[src/hw/cc_pkg.sv]
`default_nettype none

package cc_pkg;

    // ======================================================================
    // request queue
    // ======================================================================

    // opaque work request word
    localparam int REQ_BITS  = 64;
    localparam int QDEPTH    = 8;
    localparam int QPTR_BITS = $clog2(QDEPTH);

    // ======================================================================
    // dcqcn reaction point, scaled down for short runs
    // ======================================================================

    localparam int GAP_BITS   = 16;
    localparam int TIMER_BITS = 24;

    // gap values are in cycles between releases
    localparam logic [GAP_BITS-1:0] RC_INIT  = 16'd32;
    localparam logic [GAP_BITS-1:0] RT_INIT  = 16'd32;
    localparam logic [GAP_BITS-1:0] RC_MIN   = 16'd4;
    localparam logic [GAP_BITS-1:0] RC_MAX   = 16'd1024;
    localparam logic [GAP_BITS-1:0] RAI_STEP = 16'd16;

    // spacing between two reductions
    localparam logic [TIMER_BITS-1:0] MIN_MARK_INTERVAL = 24'd40;
    // mark-free stretch before alpha relaxes
    localparam logic [TIMER_BITS-1:0] ALPHA_RELAX_TIME  = 24'd60;

    // increase event sources
    localparam int TIME_THRESHOLD = 100;
    localparam int BYTE_THRESHOLD = 7;
    localparam int F_STAGES       = 5;

    // multipliers in 1/128 units, index 0 doubles the gap
    localparam int ALPHA_MAX_INDEX = 7;
    localparam logic [8:0] ALPHA_TABLE [0:ALPHA_MAX_INDEX] = '{
        9'd256, 9'd228, 9'd209, 9'd194, 9'd182, 9'd166, 9'd156, 9'd144
    };

endpackage

`default_nettype wire

[src/hw/meta_fifo.sv]
`default_nettype none

module meta_fifo (
    input  logic                        aclk,
    input  logic                        aresetn,

    // write side
    input  logic                        s_valid,
    output logic                        s_ready,
    input  logic [cc_pkg::REQ_BITS-1:0] s_data,

    // read side, head of queue
    output logic                        m_valid,
    input  logic                        m_ready,
    output logic [cc_pkg::REQ_BITS-1:0] m_data
);

    logic [cc_pkg::REQ_BITS-1:0]  mem_q [0:cc_pkg::QDEPTH-1];
    logic [cc_pkg::QPTR_BITS-1:0] wr_ptr_q;
    logic [cc_pkg::QPTR_BITS-1:0] rd_ptr_q;
    logic [cc_pkg::QPTR_BITS:0]   count_q;
    logic                         push;
    logic                         pop;

    // full only at QDEPTH words
    assign s_ready = (count_q != cc_pkg::QDEPTH);
    assign m_valid = (count_q != '0);
    assign m_data  = mem_q[rd_ptr_q];

    assign push = s_valid && s_ready;
    assign pop  = m_valid && m_ready;

    // storage
    always_ff @(posedge aclk) begin
        if (push) begin
            mem_q[wr_ptr_q] <= s_data;
        end
    end

    // pointers wrap on their own, depth is a power of two
    always_ff @(posedge aclk) begin
        if (!aresetn) begin
            wr_ptr_q <= '0;
            rd_ptr_q <= '0;
            count_q  <= '0;
        end else begin
            if (push) begin
                wr_ptr_q <= wr_ptr_q + 1'b1;
            end
            if (pop) begin
                rd_ptr_q <= rd_ptr_q + 1'b1;
            end
            // simultaneous push and pop keeps occupancy
            case ({push, pop})
                2'b10:   count_q <= count_q + 1'b1;
                2'b01:   count_q <= count_q - 1'b1;
                default: count_q <= count_q;
            endcase
        end
    end

endmodule

`default_nettype wire

[src/hw/dcqcn_rate_ctrl.sv]
`default_nettype none

module dcqcn_rate_ctrl (
    input  logic                        aclk,
    input  logic                        aresetn,

    // ack feedback, one pulse per ack
    input  logic                        ack_valid,
    input  logic                        ack_ecn,

    // current inter-request gap
    output logic [cc_pkg::GAP_BITS-1:0] gap
);

    // free timer and event timestamps
    logic [cc_pkg::TIMER_BITS-1:0] timer_q;
    logic [cc_pkg::TIMER_BITS-1:0] last_update_q;
    logic [cc_pkg::TIMER_BITS-1:0] last_update_d;
    logic [cc_pkg::TIMER_BITS-1:0] last_mark_q;
    logic [cc_pkg::TIMER_BITS-1:0] last_mark_d;
    logic [cc_pkg::TIMER_BITS-1:0] since_update;
    logic [cc_pkg::TIMER_BITS-1:0] since_mark;

    // increase counters
    logic [$clog2(cc_pkg::TIME_THRESHOLD)-1:0]  time_cnt_q;
    logic [$clog2(cc_pkg::TIME_THRESHOLD)-1:0]  time_cnt_d;
    logic [$clog2(cc_pkg::BYTE_THRESHOLD)-1:0]  ack_cnt_q;
    logic [$clog2(cc_pkg::BYTE_THRESHOLD)-1:0]  ack_cnt_d;
    logic [$clog2(cc_pkg::F_STAGES+1)-1:0]      t_stage_q;
    logic [$clog2(cc_pkg::F_STAGES+1)-1:0]      t_stage_d;
    logic [$clog2(cc_pkg::F_STAGES+1)-1:0]      b_stage_q;
    logic [$clog2(cc_pkg::F_STAGES+1)-1:0]      b_stage_d;
    logic                                       inc_event_q;
    logic                                       inc_event_d;

    // rate state
    logic [$clog2(cc_pkg::ALPHA_MAX_INDEX+1)-1:0] alpha_q;
    logic [$clog2(cc_pkg::ALPHA_MAX_INDEX+1)-1:0] alpha_d;
    logic [cc_pkg::GAP_BITS-1:0]                  gap_q;
    logic [cc_pkg::GAP_BITS-1:0]                  gap_d;
    logic [cc_pkg::GAP_BITS-1:0]                  target_q;
    logic [cc_pkg::GAP_BITS-1:0]                  target_d;

    // datapath helpers
    logic [cc_pkg::GAP_BITS+8:0] scaled_gap;
    logic [cc_pkg::GAP_BITS:0]   avg_sum;
    logic [cc_pkg::GAP_BITS-1:0] target_dec;
    logic                        time_hit;
    logic                        ack_hit;
    logic                        reduce;
    logic                        relax;

    assign gap = gap_q;

    // modulo differences, timer wrap is harmless
    assign since_update = timer_q - last_update_q;
    assign since_mark   = timer_q - last_mark_q;

    assign time_hit = (time_cnt_q == cc_pkg::TIME_THRESHOLD - 1);
    assign ack_hit  = ack_valid && (ack_cnt_q == cc_pkg::BYTE_THRESHOLD - 1);
    assign reduce   = ack_valid && ack_ecn && (since_update > cc_pkg::MIN_MARK_INTERVAL);
    assign relax    = (since_mark > cc_pkg::ALPHA_RELAX_TIME);

    // gap times multiplier, result in 1/128 units
    assign scaled_gap = gap_q * cc_pkg::ALPHA_TABLE[alpha_q];
    assign avg_sum    = gap_q + target_q;
    // additive step with floor
    assign target_dec = (target_q < cc_pkg::RC_MIN + cc_pkg::RAI_STEP) ?
                        cc_pkg::RC_MIN : target_q - cc_pkg::RAI_STEP;

    // ======================================================================
    // next state, later branches take priority
    // ======================================================================
    always_comb begin
        gap_d         = gap_q;
        target_d      = target_q;
        alpha_d       = alpha_q;
        last_update_d = last_update_q;
        last_mark_d   = last_mark_q;
        time_cnt_d    = time_cnt_q + 1'b1;
        ack_cnt_d     = ack_cnt_q;
        t_stage_d     = t_stage_q;
        b_stage_d     = b_stage_q;
        inc_event_d   = 1'b0;

        if (ack_valid) begin
            ack_cnt_d = ack_cnt_q + 1'b1;
        end
        // time driven increase
        if (time_hit) begin
            time_cnt_d  = '0;
            inc_event_d = 1'b1;
            if (t_stage_q < cc_pkg::F_STAGES) begin
                t_stage_d = t_stage_q + 1'b1;
            end
        end
        // ack count driven increase
        if (ack_hit) begin
            ack_cnt_d   = '0;
            inc_event_d = 1'b1;
            if (b_stage_q < cc_pkg::F_STAGES) begin
                b_stage_d = b_stage_q + 1'b1;
            end
        end

        // event registered last cycle acts now
        if (inc_event_q) begin
            // hyper increase folds into additive increase
            if (t_stage_q >= cc_pkg::F_STAGES || b_stage_q >= cc_pkg::F_STAGES) begin
                target_d = target_dec;
            end
            // fast recovery only averages
            gap_d = avg_sum[cc_pkg::GAP_BITS:1];
        end

        // long quiet period, weaker reduction
        if (relax) begin
            if (alpha_q != cc_pkg::ALPHA_MAX_INDEX) begin
                alpha_d = alpha_q + 1'b1;
            end
            last_mark_d = timer_q;
        end

        if (ack_valid && ack_ecn) begin
            last_mark_d = timer_q;
            // reduction wins over any pending increase
            if (reduce) begin
                target_d = gap_q;
                if (gap_q <= cc_pkg::RC_MAX) begin
                    gap_d = scaled_gap[cc_pkg::GAP_BITS+6:7];
                end
                if (alpha_q != '0) begin
                    alpha_d = alpha_q - 1'b1;
                end
                last_update_d = timer_q;
                time_cnt_d    = '0;
                ack_cnt_d     = '0;
                t_stage_d     = '0;
                b_stage_d     = '0;
                inc_event_d   = 1'b0;
            end
        end

        // floors on the value about to be stored
        if (gap_d < cc_pkg::RC_MIN) begin
            gap_d = cc_pkg::RC_MIN;
        end
        if (target_d < cc_pkg::RC_MIN) begin
            target_d = cc_pkg::RC_MIN;
        end
    end

    always_ff @(posedge aclk) begin
        if (!aresetn) begin
            timer_q       <= '0;
            last_update_q <= '0;
            last_mark_q   <= '0;
            time_cnt_q    <= '0;
            ack_cnt_q     <= '0;
            t_stage_q     <= '0;
            b_stage_q     <= '0;
            inc_event_q   <= 1'b0;
            alpha_q       <= '0;
            gap_q         <= cc_pkg::RC_INIT;
            target_q      <= cc_pkg::RT_INIT;
        end else begin
            timer_q       <= timer_q + 1'b1;
            last_update_q <= last_update_d;
            last_mark_q   <= last_mark_d;
            time_cnt_q    <= time_cnt_d;
            ack_cnt_q     <= ack_cnt_d;
            t_stage_q     <= t_stage_d;
            b_stage_q     <= b_stage_d;
            inc_event_q   <= inc_event_d;
            alpha_q       <= alpha_d;
            gap_q         <= gap_d;
            target_q      <= target_d;
        end
    end

endmodule

`default_nettype wire

[src/hw/send_pacer.sv]
`default_nettype none

module send_pacer (
    input  logic                        aclk,
    input  logic                        aresetn,

    // allowed gap from the rate controller
    input  logic [cc_pkg::GAP_BITS-1:0] gap,

    // fifo head
    input  logic                        head_valid,
    output logic                        head_ready,
    input  logic [cc_pkg::REQ_BITS-1:0] head_data,

    // toward the network
    output logic                        m_valid,
    input  logic                        m_ready,
    output logic [cc_pkg::REQ_BITS-1:0] m_data
);

    logic [cc_pkg::TIMER_BITS-1:0] elapsed_q;
    logic                          open;

    // release window, gap+2 cycles between handshakes
    assign open = elapsed_q > {{(cc_pkg::TIMER_BITS-cc_pkg::GAP_BITS){1'b0}}, gap};

    assign m_valid    = head_valid && open;
    assign head_ready = m_ready && open;
    assign m_data     = head_data;

    // counts every cycle, sticks at all ones
    always_ff @(posedge aclk) begin
        if (!aresetn) begin
            elapsed_q <= '0;
        end else if (m_valid && m_ready) begin
            elapsed_q <= '0;
        end else if (elapsed_q != '1) begin
            elapsed_q <= elapsed_q + 1'b1;
        end
    end

endmodule

`default_nettype wire

[src/hw/cc_queue.sv]
`default_nettype none

module cc_queue (
    input  logic                        aclk,
    input  logic                        aresetn,

    // congestion feedback
    input  logic                        ack_valid,
    input  logic                        ack_ecn,

    // work requests in
    input  logic                        s_valid,
    output logic                        s_ready,
    input  logic [cc_pkg::REQ_BITS-1:0] s_data,

    // paced requests out
    output logic                        m_valid,
    input  logic                        m_ready,
    output logic [cc_pkg::REQ_BITS-1:0] m_data
);

    // fifo head to pacer
    logic                        head_valid;
    logic                        head_ready;
    logic [cc_pkg::REQ_BITS-1:0] head_data;
    // current gap
    logic [cc_pkg::GAP_BITS-1:0] gap;

    meta_fifo fifo_i (
        .aclk    (aclk),
        .aresetn (aresetn),
        .s_valid (s_valid),
        .s_ready (s_ready),
        .s_data  (s_data),
        .m_valid (head_valid),
        .m_ready (head_ready),
        .m_data  (head_data)
    );

    send_pacer pacer_i (
        .aclk       (aclk),
        .aresetn    (aresetn),
        .gap        (gap),
        .head_valid (head_valid),
        .head_ready (head_ready),
        .head_data  (head_data),
        .m_valid    (m_valid),
        .m_ready    (m_ready),
        .m_data     (m_data)
    );

    dcqcn_rate_ctrl rate_i (
        .aclk      (aclk),
        .aresetn   (aresetn),
        .ack_valid (ack_valid),
        .ack_ecn   (ack_ecn),
        .gap       (gap)
    );

endmodule

`default_nettype wire

[config.mk]
export PLATFORM = sky130hd
export DESIGN_NAME = cc_queue
export DESIGN_NICKNAME = d
export VERILOG_FILES = /design/src/hw/cc_pkg.sv /design/src/hw/meta_fifo.sv /design/src/hw/dcqcn_rate_ctrl.sv /design/src/hw/send_pacer.sv /design/src/hw/cc_queue.sv
export SDC_FILE = /design/constraint.sdc
export NUM_CORES = 1
export LEC_CHECK = 0
export BUFFER_PORTS_ARGS = -buffer_cell sky130_fd_sc_hd__buf_2
export CAP_MARGIN = 20
export CORE_MARGIN = 3
export CORE_UTILIZATION = 50
export DETAILED_ROUTE_END_ITERATION = 10
export GPL_TIMING_DRIVEN = 0
export HOLD_SLACK_MARGIN = 0.12
export PLACE_DENSITY = 0.74
export SLEW_MARGIN = 20
export SYNTH_ARGS = -nofsm -noshare
export SYNTH_HDL_FRONTEND = slang
export SYNTH_SLANG_ARGS = --single-unit
[constraint.sdc]
create_clock -name aclk -period 10.7 [get_ports aclk]
set_input_delay 2.675 -clock aclk [delete_from_list [all_inputs] [get_ports aclk]]
set_output_delay 2.675 -clock aclk [all_outputs]
set_load 0.01 [all_outputs]
After elaboration in Yosys (flattened, before gate mapping) --
Memory sizes are Yosys's and may differ from the RTL's. A register that Yosys moved wholly into a read port is not among the register bits. Cells that the tools add are included. W data, S select, Z words.
Word-level totals: bits in registers 158, memory bits (writable) 512, ROM bits 72, input port bits 70, output and inout bits 66, word-level logic and storage cells 118, memories kept 2
Cells by class: add/sub/neg operators 16, $mul 1, $lt $le $gt $ge 12, equality and inequality tests 7, mux-type cells 44, bitwise operators 2, reductions and logical operators 17
Memory list:
- fifo_i.mem_q | depth 8, width 64, read ports 1, clocked after memory_dff 1, wr ports 1, line meta_fifo.sv:18 | logic [cc_pkg::REQ_BITS-1:0] mem_q [0:cc_pkg::QDEPTH-1];
- (no name shown) | depth 8, width 9, read ports 1, clocked after memory_dff 0, wr ports 0, line dcqcn_rate_ctrl.sv:65 | assign scaled_gap = gap_q * cc_pkg::ALPHA_TABLE[alpha_q];
Operators by type and width (count):
- $mux W16 | 9
- $mux W3 | 19
- $add A24 B1 Y24 const B | 2
- $gt A24 B6 Y1 const B | 2
- $mux W24 | 2
- $sub A24 B24 Y24 | 2
- $lt A16 B3 Y1 const B | 2
- $gt A24 B16 Y1 | 1
- $ne A24 B24 Y1 const B | 1
- $mul A16 B9 Y23 | 1
- $mux W7 | 3
- $add A3 B1 Y3 const B | 6
- $mux W9 | 2
- $add A16 B16 Y17 | 1
- $le A16 B11 Y1 const B | 1
- $lt A16 B5 Y1 const B | 1
- $sub A16 B5 Y16 const B | 1
- $mux W6 | 2
- $logic_and A1 B1 Y1 | 8
- $pmux W4 S2 | 1
- $add A7 B1 Y7 const B | 1
- $eq A7 B7 Y1 const B | 1
- $ge A3 B3 Y1 const B | 2
- $lt A3 B3 Y1 const B | 2
- other kinds (18) | 26

Depth between registers and ports, before layout --
Gate-level depths: netlist of run 1.
depth in word-level cells 10, gate-level depth with buffers 27, gate-level depth less buffers 26

Hierarchy --
A second synthesis of run 1 with hierarchy kept.
Unflattened totals: cells, all modules 2864, area total of the unflattened synthesis 36218.5 um^2
By module, submodules not included:
- meta_fifo | instances 1, cells each 813, area each 19892.8 um^2, sequential area each 15635.0 um^2
- dcqcn_rate_ctrl | instances 1, cells each 1773, area each 14059.7 um^2, sequential area each 2482.4 um^2
- send_pacer | instances 1, cells each 278, area each 2265.9 um^2, sequential area each 480.5 um^2

Worst setup path after synthesis of run 1 --
OpenSTA, ideal clock, no wires.
kind input to register, start input s_valid, end memory fifo_i.mem_q[0][0] in the netlist's numbering (enable), setup time 0.644 ns, data arrival time 8.891 ns, required time 10.056 ns, slack 1.165 ns, cell stages on the path 2, buffers on the path 0, cells stage by stage nand2_1 > nor4_1
Between the ends: cells in the longest elaborated chain, start to end 3
Ends and longest elaborated chain:
- start, declared | line cc_queue.sv:12 | input logic s_valid,
- $logic_and A1 B1 Y1 | line meta_fifo.sv:30 | assign push = s_valid && s_ready;
- $mux W1 | line meta_fifo.sv:35 | if (push) begin
- $mux W1 (not written as such) | line meta_fifo.sv:36 | mem_q[wr_ptr_q] <= s_data;
- end, declared | line meta_fifo.sv:18
Every way passes these cells.

Worst setup path in the final report of run 1 --
start register rate_i.alpha_q[0] in the netlist's numbering, end register rate_i.gap_q, in the netlist rate_i.gap[0]
Between the ends: cells in the longest elaborated chain, start to end 10
Ends and longest elaborated chain:
- start, declared | line dcqcn_rate_ctrl.sv:37 | logic [$clog2(cc_pkg::ALPHA_MAX_INDEX+1)-1:0] alpha_q;
- start signal, assigned | line dcqcn_rate_ctrl.sv:175 | alpha_q <= alpha_d;
- $not A3 Y4 (not written as such) (*) | line dcqcn_rate_ctrl.sv:65
- $mem_v2 Z8 W9 (*)
- $mux W9 (not written as such) (*) (2 in a row) | line dcqcn_rate_ctrl.sv:65
- $mul A16 B9 Y23 (*) | line dcqcn_rate_ctrl.sv:65
- $mux W16 (*) | line dcqcn_rate_ctrl.sv:129 | if (gap_q <= cc_pkg::RC_MAX) begin
- $mux W16 (*) | line dcqcn_rate_ctrl.sv:127 | if (reduce) begin
- $mux W16 (*) | line dcqcn_rate_ctrl.sv:124 | if (ack_valid && ack_ecn) begin
- $lt A16 B3 Y1 | line dcqcn_rate_ctrl.sv:145 | if (gap_d < cc_pkg::RC_MIN) begin
- $reduce_or A2 Y1 (no line)
- end signal, assigned | line dcqcn_rate_ctrl.sv:164 | gap_q <= cc_pkg::RC_INIT;
- end signal, assigned | line dcqcn_rate_ctrl.sv:176 | gap_q <= gap_d;
- end, declared | line dcqcn_rate_ctrl.sv:39 | logic [cc_pkg::GAP_BITS-1:0] gap_q;
Every way passes the cells marked *; elsewhere a longest branch is shown, timed or not. The select of a mux whose other input is x is not followed. A chain may end at the register's enable or synchronous reset.

==> results.yml, run 1 <==
outcome:
  status: "finished, final reports clean"
worst_hold_path:
  hp-start: "rate_i.time_cnt_q[0]$_SDFF_PN0_"
  hold_path_class: "flop to flop"
synthesis:
  synth_ff_type: "edfxtp_1"
  yosysWarnings: 0
  synthDistinctLibCells: 92
  syn_avg_cell_area_um2: 12.99
  netlist_area_um2: 34600
  syn_nets: 2970
  yosys.area.top_type_share: 0.4443
  synth_seq_cells: 673
  synth_largest_area_cell: "edfxtp_1"
  syn_inst: 2664
  synthArstFlopShare: 0
  yosysMostFrequentCell: "edfxtp_1"
  synth_enable_flop_cells: 512
  yosysSeqAreaShare: 0.5375
  yosys-top-cells-area: "edfxtp_1 (44%), dfxtp_1 (9.3%), mux4_2 (8.3%)"
  synth_commonest_cells: "edfxtp_1 (512), nor2_1 (245), inv_1 (223), dfxtp_1 (161), nand2_1 (152)"
timing:
  max_freq_mhz: 125.5
  drv_slew: 0
  rsz0062_at_grt: "false"
  fin_worst_skew_ns: 0.03899
  finalSetupViolations: 0
  worstMarginPinSlew_ns: 1.008
  slew-limit-headroom: 0.3281
  finalCritPeriodShare: 0.7447
  timing_hold_violations_final: 0
  fin_crit_ns: 7.968
clock_network:
  clock_sinks: 673
  cts.hold.buffers_added: 0
  htreeDepth: 3
  clk_pin_slew_ns: 0.06
  cts-root-buf: "clkbuf_16"
  cts_buffers: 71
  clk_latency_ns: 0.63
  cts_max_path_buffers: 3
  post_cts_buffers: 0
  cts_tree: "built"
  post_cts_resized: 0
floorplanning:
  io_pins: 136
  initial_core_util: 0.5098
  die-area_um2: 72400
  die_y_um: 269.1
  die_x_um: 269.1
  core_um2: 67870
  rows: 95
placed_design:
  hpwl_um: 58600
  numPlacedInstances: 3781
  portBuffers: 134
  place.gp.congestion: 0.9139
  dpl_cell_area_um2: 37140
final_layout:
  multi_input_area_um2: 14780
  n_fill_cell: 5134
  nets: 3240
  ff_latch_area_um2: 18600
  finish.utilization: 0.5808
  drive_gt1_frac: 0.1816
  fin_area_um2: 39420
  syn2layout_area_growth_pct: 13.92
  fin_cells: 3922
global_route:
  grt_pass1_wl_um: 129400
  track_usage: 0.2325
  antenna_found_initial: 16
  grt_max_degree: 22
  grt_overflow: 0
  grt_pass1_vias: 23117
setup_path:
  critPathMaxStageDelay_ns: 0.55
  critical_path_arrival_ns: 8.42
  rr_startpoint: "rate_i.alpha_q[0]$_SDFF_PN0_"
  critical-path-top-delay-family: "adder cells"
  path_class: "flop to flop"
  crit_slowest_cell: "fa_1"
  worstPathRequired_ns: 11.15
  crit_path_max_fanout: 10
  cp-end-kind: "flop"
  startpoint: "rate_i.alpha_q[0]$_SDFF_PN0_"
  worst-path-buf-inv: 5
  crit_path_start_kind: "flop"
drt:
  vias: 22657
  drt_iter0_drc: 1886
  ant_nets: 0
  dr.pass1.iters: 5
  post_drt_wl_per_cell_um: 21.37
  finalWirelength_um: 83810
  drc: 0
  vias_per_cell: 5.777
pwr:
  p_per_area_nw_per_um2: 166.9
  max-vdd-ir-drop_v: 0.0001908
  p_leak_nw: 15.12
job:
  max-cap-violations: 0
==> cells by family after synthesis <==
logic type                 synth area share
AOI/OAI and AO/OA                   0.06631
xor gates and xnor gates            0.02759
adders and majority gates            0.1072
buffers and inverters               0.03695
DFF                                  0.5375
muxes                                0.1260
and+or+nand+nor                     0.09846
==> routing by layer <==
| layer | up-vias | GRT usage | wire, um |
|---|---|---|---|
| met5 | - | 0 | 66 |
| met1 | 11327 | 0.2959 | 33430 |
| met3 | 201 | 0.05183 | 6185 |
| met4 | 10 | 0.1066 | 3308 |
| met2 | 849 | 0.3829 | 40830 |
| li1 | 10270 | - | - |
==> worst reg2reg max path, delay by kind of cell, from the launching register on <==
family,cells,cell delay (ns)
AO/OA/AOI/OAI,7,2.00
adder cells (fa/ha/maj),6,2.64
buffers and inverters,5,0.72
flip-flops,1,0.39
multiplexers,1,0.16
AND/OR/NAND/NOR,6,1.90
==> layout by cell type (no fill, tap or decap), types with 16 or more instances in the layout <==
| cell | count |
|---|---|
| dfxtp_1 | 161 |
| a21oi_1 | 106 |
| nand2b_1 | 20 |
| nand2_1 | 152 |
| and3_1 | 31 |
| and2_1 | 65 |
| mux2i_1 | 71 |
| nand3_1 | 52 |
| a211oi_1 | 16 |
| mux2_2 | 67 |
| xnor2_1 | 34 |
| nor2_1 | 242 |
| xor2_1 | 75 |
| nand4_1 | 20 |
| buf_4 | 34 |
| mux4_2 | 128 |
| a21o_1 | 25 |
| nor3_1 | 36 |
| clkbuf_16 | 72 |
| fa_1 | 101 |
| buf_2 | 154 |
| clkbuf_1 | 99 |
| ha_1 | 135 |
| edfxtp_1 | 512 |
| o21a_1 | 17 |
| nor2b_1 | 16 |
| o21ai_0 | 57 |
| inv_1 | 223 |
==> state kept, by name, summed over array words and instances, names as in the netlist, 4 cells and up, named ones only <==
name                  count
rate_i.timer_q           24
rate_i.target_q          16
rate_i.last_update_q     24
fifo_i.mem_q            512
pacer_i.elapsed_q        24
rate_i.last_mark_q       24
rate_i.gap               16
rate_i.time_cnt_q         7
fifo_i.count_q            4
==> final cells by class <==
cell class	count	share of cell area
well taps	921	0.02923
repair buffers	197	0.03422
clock buffers	91	0.04777
multi-input cells	1659	0.3749
clock inverters	38	0.009014
flip-flops and latches	673	0.4718
plain buffers	108	0.01111
inverters	224	0.02133
diodes	11	0.0006983
==> stage by stage <==
stage | hold WS, ns | setup WS [ns] | setup TNS [ns] | total power, mW
final | 0.4525 | 2.732 | 0 | 6.578
after global routing | 0.4861 | 2.315 | 0 | 6.859
after CTS | 0.4560 | 2.792 | 0 | 6.622
after detailed placement | 0.4484 | 2.868 | 0 | 4.254
after global placement | 0.4229 | -4.987 | -693.05 | 4.216
after floorplan | 0.4132 | 1.165 | 0 | 3.861
==> report_power, final <==
part	leakage (nW)	internal, mW	total (mW)	switching, mW
logic	8.08	0.488	1.29	0.797
clock network	1.09	1.34	2.36	1.03
registers	5.95	2.89	2.93	0.0450
total	15.1	4.71	6.58	1.87
==> path summary, 6_finish.rpt <==
check / endpoint / slack (ns) / cells after the start
worst max-delay path: rate_i.gap[0]$_SDFF_PP0_ / 2.73 / 25
worst min register to register: rate_i.time_cnt_q[0]$_SDFF_PN0_ / 0.45 / 1
worst min-delay path: rate_i.time_cnt_q[0]$_SDFF_PN0_ / 0.45 / 1
worst max register to register: rate_i.gap[0]$_SDFF_PP0_ / 2.73 / 25
Power figures use the tool's default switching activity.
==> run 2: changes to the inputs <==
==> constraint.sdc (replaced) <==
create_clock -name aclk -period 8.3 [get_ports aclk]
set_input_delay 2.075 -clock aclk [delete_from_list [all_inputs] [get_ports aclk]]
set_output_delay 2.075 -clock aclk [all_outputs]
set_load 0.01 [all_outputs]
==> run 2 against run 1 <==
Compared with the run above: clock power is 28% higher; critical path depth is 1 lower; combinational power is 29% higher; largest power group unchanged.
==> results.yml, run 2 (same netlist as run 1, synthesis figures left out) <==
drt:
  wl_met3_um: 5701
  drt-met1-wl_um: 34160
  ant_nets: 0
  dr.pass1.iters: 5
  wl_met2_um: 41070
  drc: 0
  vias: 22572
  finalWirelength_um: 82990
  vias_per_cell: 5.771
  drt_iter0_drc: 1814
  post_drt_wl_per_cell_um: 21.22
  top_layer: "met5"
final_layout:
  multi_input_area_um2: 14790
  nets: 3233
  n_fill_cell: 5166
  drive_gt1_frac: 0.1817
  ff_latch_area_um2: 18600
  layout_commonest_cell: "edfxtp_1"
  largest_register_ffs: 512
  mostFrequentLayoutCells: "edfxtp_1 (512), nor2_1 (242), inv_1 (223), dfxtp_1 (161), nand2_1 (152)"
  syn2layout_area_growth_pct: 13.88
  largest_register: "fifo_i.mem_q"
worst_hold_path:
  hold_path_class: "flop to flop"
pwr:
  p_leak_nw: 15.09
  max-vdd-ir-drop_v: 0.0001810
  p_per_area_nw_per_um2: 214.4
  power_mw: 8.450
setup_path:
  path_cells: "clkbuf_1, nor2_1, a21oi_2, clkbuf_1, nand2_1, fa_1, inv_1, fa_1, inv_1, fa_1, fa_1, inv_1, ha_1, or3_1, o41a_1, a21oi_2, o21ai_2, and4_4, nor3_4, mux2i_1, or4_4, a211oi_2, a21boi_2, a2111oi_2"
  crit_path_start_kind: "flop"
  worst-path-buf-inv: 5
  crit_slowest_cell: "clkbuf_1"
  crit_path_max_fanout: 10
  critPathMaxStageDelay_ns: 0.56
  path_class: "flop to flop"
  critical-path-top-delay-family: "adder cells"
  worst-r2r-setup-slack_ns: 0.29
  worstPathRequired_ns: 8.75
  critical_path_arrival_ns: 8.46
  cp-end-kind: "flop"
  crit_top_cell: "fa_1"
placed_design:
  hpwl_um: 60090
  portBuffers: 134
  place.gp.congestion: 0.9178
floorplanning:
  io_pins: 136
  core_um2: 67870
  die_x_um: 269.1
  initial_core_util: 0.5098
  die_y_um: 269.1
  die-area_um2: 72400
  rows: 95
global_route:
  grt_pass1_vias: 23217
  grt_pass1_wl_um: 129900
  grt_overflow: 0
  track_usage: 0.2313
  grt_max_degree: 22
  antenna_found_initial: 14
clock_network:
  cts.hold.buffers_added: 0
  cts_max_path_buffers: 3
  htreeDepth: 3
  post_cts_buffers: 0
  cts_buffers: 70
  clk_pin_slew_ns: 0.06
  cts_tree: "built"
  post_cts_resized: 0
  cts-root-buf: "clkbuf_16"
  clock_sinks: 673
  clk_latency_ns: 0.61
timing:
  fin_setup_tns_ns: 0
  finalCritPeriodShare: 0.9654
  rsz0062_at_grt: "false"
  max_freq_mhz: 124.8
  fin_crit_ns: 8.013
  finalSetupViolations: 0
  timing_hold_violations_final: 0
  worstMarginPinSlew_ns: 1.017
  fin_worst_skew_ns: 0.02971
  slew-limit-headroom: 0.3220
  drv_slew: 0
job:
  max-cap-violations: 0
outcome:
  status: "finished, final reports clean"
run 2: cell types whose count changed in the layout (fill, tap and decap cells not counted), moves of 4 or more:
cell	change
buf_6	+11
diode_2	-4
buf_2	-8
buf_4	-8
run 2: final timing paths:
path | from | cells after the start | to
worst max-delay path | rate_i.alpha_q[2]$_SDFF_PN0_ | 24 | rate_i.gap[0]$_SDFF_PP0_
worst min-delay path | rate_i.time_cnt_q[0]$_SDFF_PN0_ | 1 | rate_i.time_cnt_q[0]$_SDFF_PN0_
worst max register to register | rate_i.alpha_q[2]$_SDFF_PN0_ | 24 | rate_i.gap[0]$_SDFF_PP0_
worst min register to register | rate_i.time_cnt_q[0]$_SDFF_PN0_ | 1 | rate_i.time_cnt_q[0]$_SDFF_PN0_
run 2: cell type report:
class                           count  area share
Sequential cell                   673      0.4720
Multi-Input combinational cell   1659      0.3754
Clock buffer                       89     0.04677
Timing Repair Buffer              191     0.03401
Tap cell                          921     0.02924
Inverter                          224     0.02134
Buffer                            108     0.01111
Clock inverter                     39    0.009684
Antenna cell                        7   0.0004445
run 2: through the flow:
stage                     instances  hold slack [ns]    util  setup WS, ns  instance area, um^2
after global routing           3909           0.4726  0.5805       0.02651                39400
after global placement         3719           0.4239  0.5368        -3.489                36430
final                          3911           0.4428  0.5806        0.2874                39410
after CTS                      3904           0.4461  0.5802        0.1910                39380
after floorplan                2664           0.4132       -         1.076                34610
after detailed placement       3776           0.4377  0.5474        0.2308                37150
run 2: report_power, final:
| part | switching (mW) | internal, mW |
|---|---|---|
| Clock | 1.32 | 1.69 |
| Combinational | 1.02 | 0.639 |
| Sequential | 0.0581 | 3.72 |
| Total | 2.40 | 6.05 |
run 2: layer usage:
| layer | up-vias | GRT usage |
|---|---|---|
| li1 | 10257 | - |
| met3 | 130 | 0.03878 |
| met5 | - | 0 |
| met2 | 847 | 0.3914 |
| met1 | 11326 | 0.3077 |
| met4 | 12 | 0.07256 |
==> run 3: changes to the inputs <==
--- a/config.mk
+++ b/config.mk
@@ -10,10 +10,12 @@
 export CORE_MARGIN = 3
 export CORE_UTILIZATION = 50
 export DETAILED_ROUTE_END_ITERATION = 10
+export GPL_ROUTABILITY_DRIVEN = 0
 export GPL_TIMING_DRIVEN = 0
 export HOLD_SLACK_MARGIN = 0.12
 export PLACE_DENSITY = 0.74
 export SLEW_MARGIN = 20
 export SYNTH_ARGS = -nofsm -noshare
 export SYNTH_HDL_FRONTEND = slang
+export SYNTH_HIERARCHICAL = 1
 export SYNTH_SLANG_ARGS = --single-unit
==> run 3 against run 2 <==
Compared with the run above: clock power hardly changed; register-to-register slack better by 0.55 ns; wire length increased by 1.5%.
==> results.yml, run 3 <==
timing:
  finalCritPeriodShare: 0.8996
  rsz0062_at_grt: "false"
  drv_slew: 0
  fin_crit_ns: 7.467
  finalSetupViolations: 0
  worstMarginPinSlew_ns: 0.9853
  fin_worst_skew_ns: 0.01970
  timing_hold_violations_final: 0
  max_freq_mhz: 133.9
  slew-limit-headroom: 0.3387
  fin_setup_tns_ns: 0
pwr:
  p_per_area_nw_per_um2: 209.6
  max-vdd-ir-drop_v: 0.0001520
  p_leak_nw: 15.48
synthesis:
  synthArstFlopShare: 0
  netlist_area_um2: 36220
  yosys.area.top_type_share: 0.4245
  synth_ff_type: "edfxtp_1"
  synth_seq_cells: 673
  syn_avg_cell_area_um2: 12.65
  yosys-top-cells-area: "edfxtp_1 (42%), dfxtp_1 (8.9%), mux4_2 (8.0%)"
  synthDistinctLibCells: 98
  synth_commonest_cells: "edfxtp_1 (512), nand2_1 (227), inv_1 (220), dfxtp_1 (161), a21oi_1 (140)"
  yosysSeqAreaShare: 0.5135
  syn_inst: 2864
  syn_nets: 3169
  synth_largest_area_cell: "edfxtp_1"
  yosysMostFrequentCell: "edfxtp_1"
  yosysWarnings: 6
  synth_enable_flop_cells: 512
clock_network:
  cts_buffers: 70
  cts-root-buf: "clkbuf_16"
  cts.hold.buffers_added: 0
  clk_latency_ns: 0.61
  htreeDepth: 3
  clock_sinks: 673
  cts_tree: "built"
  post_cts_resized: 0
  clk_pin_slew_ns: 0.06
  post_cts_buffers: 0
  cts_max_path_buffers: 3
setup_path:
  cp-end-kind: "flop"
  path_class: "flop to flop"
  crit_path_max_fanout: 10
  crit_path_start_kind: "flop"
  critical_path_arrival_ns: 7.90
  worstPathRequired_ns: 8.74
final_layout:
  drive_gt1_frac: 0.2091
  n_fill_cell: 5738
  largest_register_ffs: 512
  syn2layout_area_growth_pct: 13.31
  layout_commonest_cell: "edfxtp_1"
  largest_register: "fifo_i/mem_q"
  nets: 3433
  mostFrequentLayoutCells: "edfxtp_1 (512), nand2_1 (227), inv_1 (220), dfxtp_1 (161), buf_2 (155)"
  fin_area_um2: 41040
drt:
  drt_iter0_drc: 1965
  vias: 23741
  finalWirelength_um: 84240
  drc: 0
  ant_nets: 0
  post_drt_wl_per_cell_um: 20.34
  dr.pass1.iters: 6
  vias_per_cell: 5.733
floorplanning:
  io_pins: 136
  die_x_um: 275.1
  rows: 98
  die-area_um2: 75700
  die_y_um: 275.1
  core_um2: 71610
  initial_core_util: 0.5058
global_route:
  antenna_found_initial: 12
  grt_pass1_vias: 23786
  track_usage: 0.2239
  grt_overflow: 0
  grt_pass1_wl_um: 132300
  grt_max_degree: 21
worst_hold_path:
  hold_path_class: "flop to flop"
outcome:
  status: "finished, final reports clean"
placed_design:
  hpwl_um: 60420
  portBuffers: 134
  dpl_cell_area_um2: 38790
job:
  max-cap-violations: 0
## run 3: cell count changes after synthesis, sizes merged, moves of 12 or more
cell and change:
a21oi +35, buf +86, mux2i -23, nand2 +74, nor2 -107, nor2b +15, nor3 +19, xnor2 +12
xor2 -29
## run 3: worst paths after layout
path                              startpoint  slack (ns)  cells after the start                               to
max             rate_i/alpha_q[2]$_SDFF_PN0_        0.83                     24         rate_i/gap[1]$_SDFF_PP0_
max reg2reg     rate_i/alpha_q[2]$_SDFF_PN0_        0.83                     24         rate_i/gap[1]$_SDFF_PP0_
min reg2reg  rate_i/time_cnt_q[0]$_SDFF_PN0_        0.45                      1  rate_i/time_cnt_q[0]$_SDFF_PN0_
min          rate_i/time_cnt_q[0]$_SDFF_PN0_        0.45                      1  rate_i/time_cnt_q[0]$_SDFF_PN0_
## run 3: area by class of cell
| type | instances | area [um^2] | share of cell area |
|---|---|---|---|
| multi-input cells | 1780 | 15720 | 0.3830 |
| inverters | 222 | 833.3 | 0.02030 |
| clock buffers | 96 | 1912 | 0.04659 |
| flip-flops and latches | 673 | 18600 | 0.4532 |
| well taps | 950 | 1189 | 0.02896 |
| repair buffers | 192 | 1321 | 0.03220 |
| plain buffers | 189 | 1130 | 0.02753 |
| diodes | 10 | 25.02 | 0.0006098 |
| clock inverters | 29 | 312.8 | 0.007622 |
## run 3: critical path: stages (launching register included)
cell and delay (ns):
dfxtp_1 0.43, clkbuf_1 0.50, nor2_1 0.14, a21oi_2 0.53, clkbuf_1 0.44, nand2_1 0.15
fa_1 0.57, inv_1 0.05, fa_1 0.50, fa_1 0.51, inv_1 0.06, fa_1 0.53
inv_1 0.04, ha_1 0.27, clkbuf_1 0.18, a211oi_1 0.35, o21bai_1 0.17, a21oi_1 0.29
o21ai_0 0.17, or3_1 0.36, a21oi_1 0.19, xor2_1 0.28, o211ai_1 0.15, nor4_1 0.35
a2111oi_2 0.09
## run 3: cells by family after synthesis
logic type / share of synthesized area
compound gates: 0.08761
xor+xnor: 0.02225
fa+ha+maj: 0.1019
buf+inv: 0.05420
flops: 0.5135
mux: 0.1134
simple gates: 0.1072
## run 3: power by group
group          switching (mW)  internal [mW]  leakage (nW)
Clock                    1.27           1.75          1.08
Combinational            1.08          0.692          8.44
Sequential             0.0784           3.73          5.95
Total                    2.43           6.17          15.5
## run 3: metrics by stage
step,utilization,worst slack (ns),hold slack [ns],std cells,total power [mW]
2_1_floorplan,-,1.172,0.4132,2864,5.115
3_3_place_gp,0.5318,-3.550,0.4241,3948,5.584
3_5_place_dp,0.5416,0.4936,0.4330,4006,5.629
4_1_cts,0.5727,0.4510,0.4453,4131,8.666
5_1_grt,0.5729,0.2083,0.4680,4134,9.014
6_report,0.5731,0.8331,0.4491,4141,8.601
## run 3: metal layers
layer	up-vias	GRT usage	wire length (um)
met3	158	0.03898	5703
met2	800	0.3845	41880
met5	-	0	47
met1	11710	0.2887	34150
met4	8	0.07435	2457
li1	11065	-	-
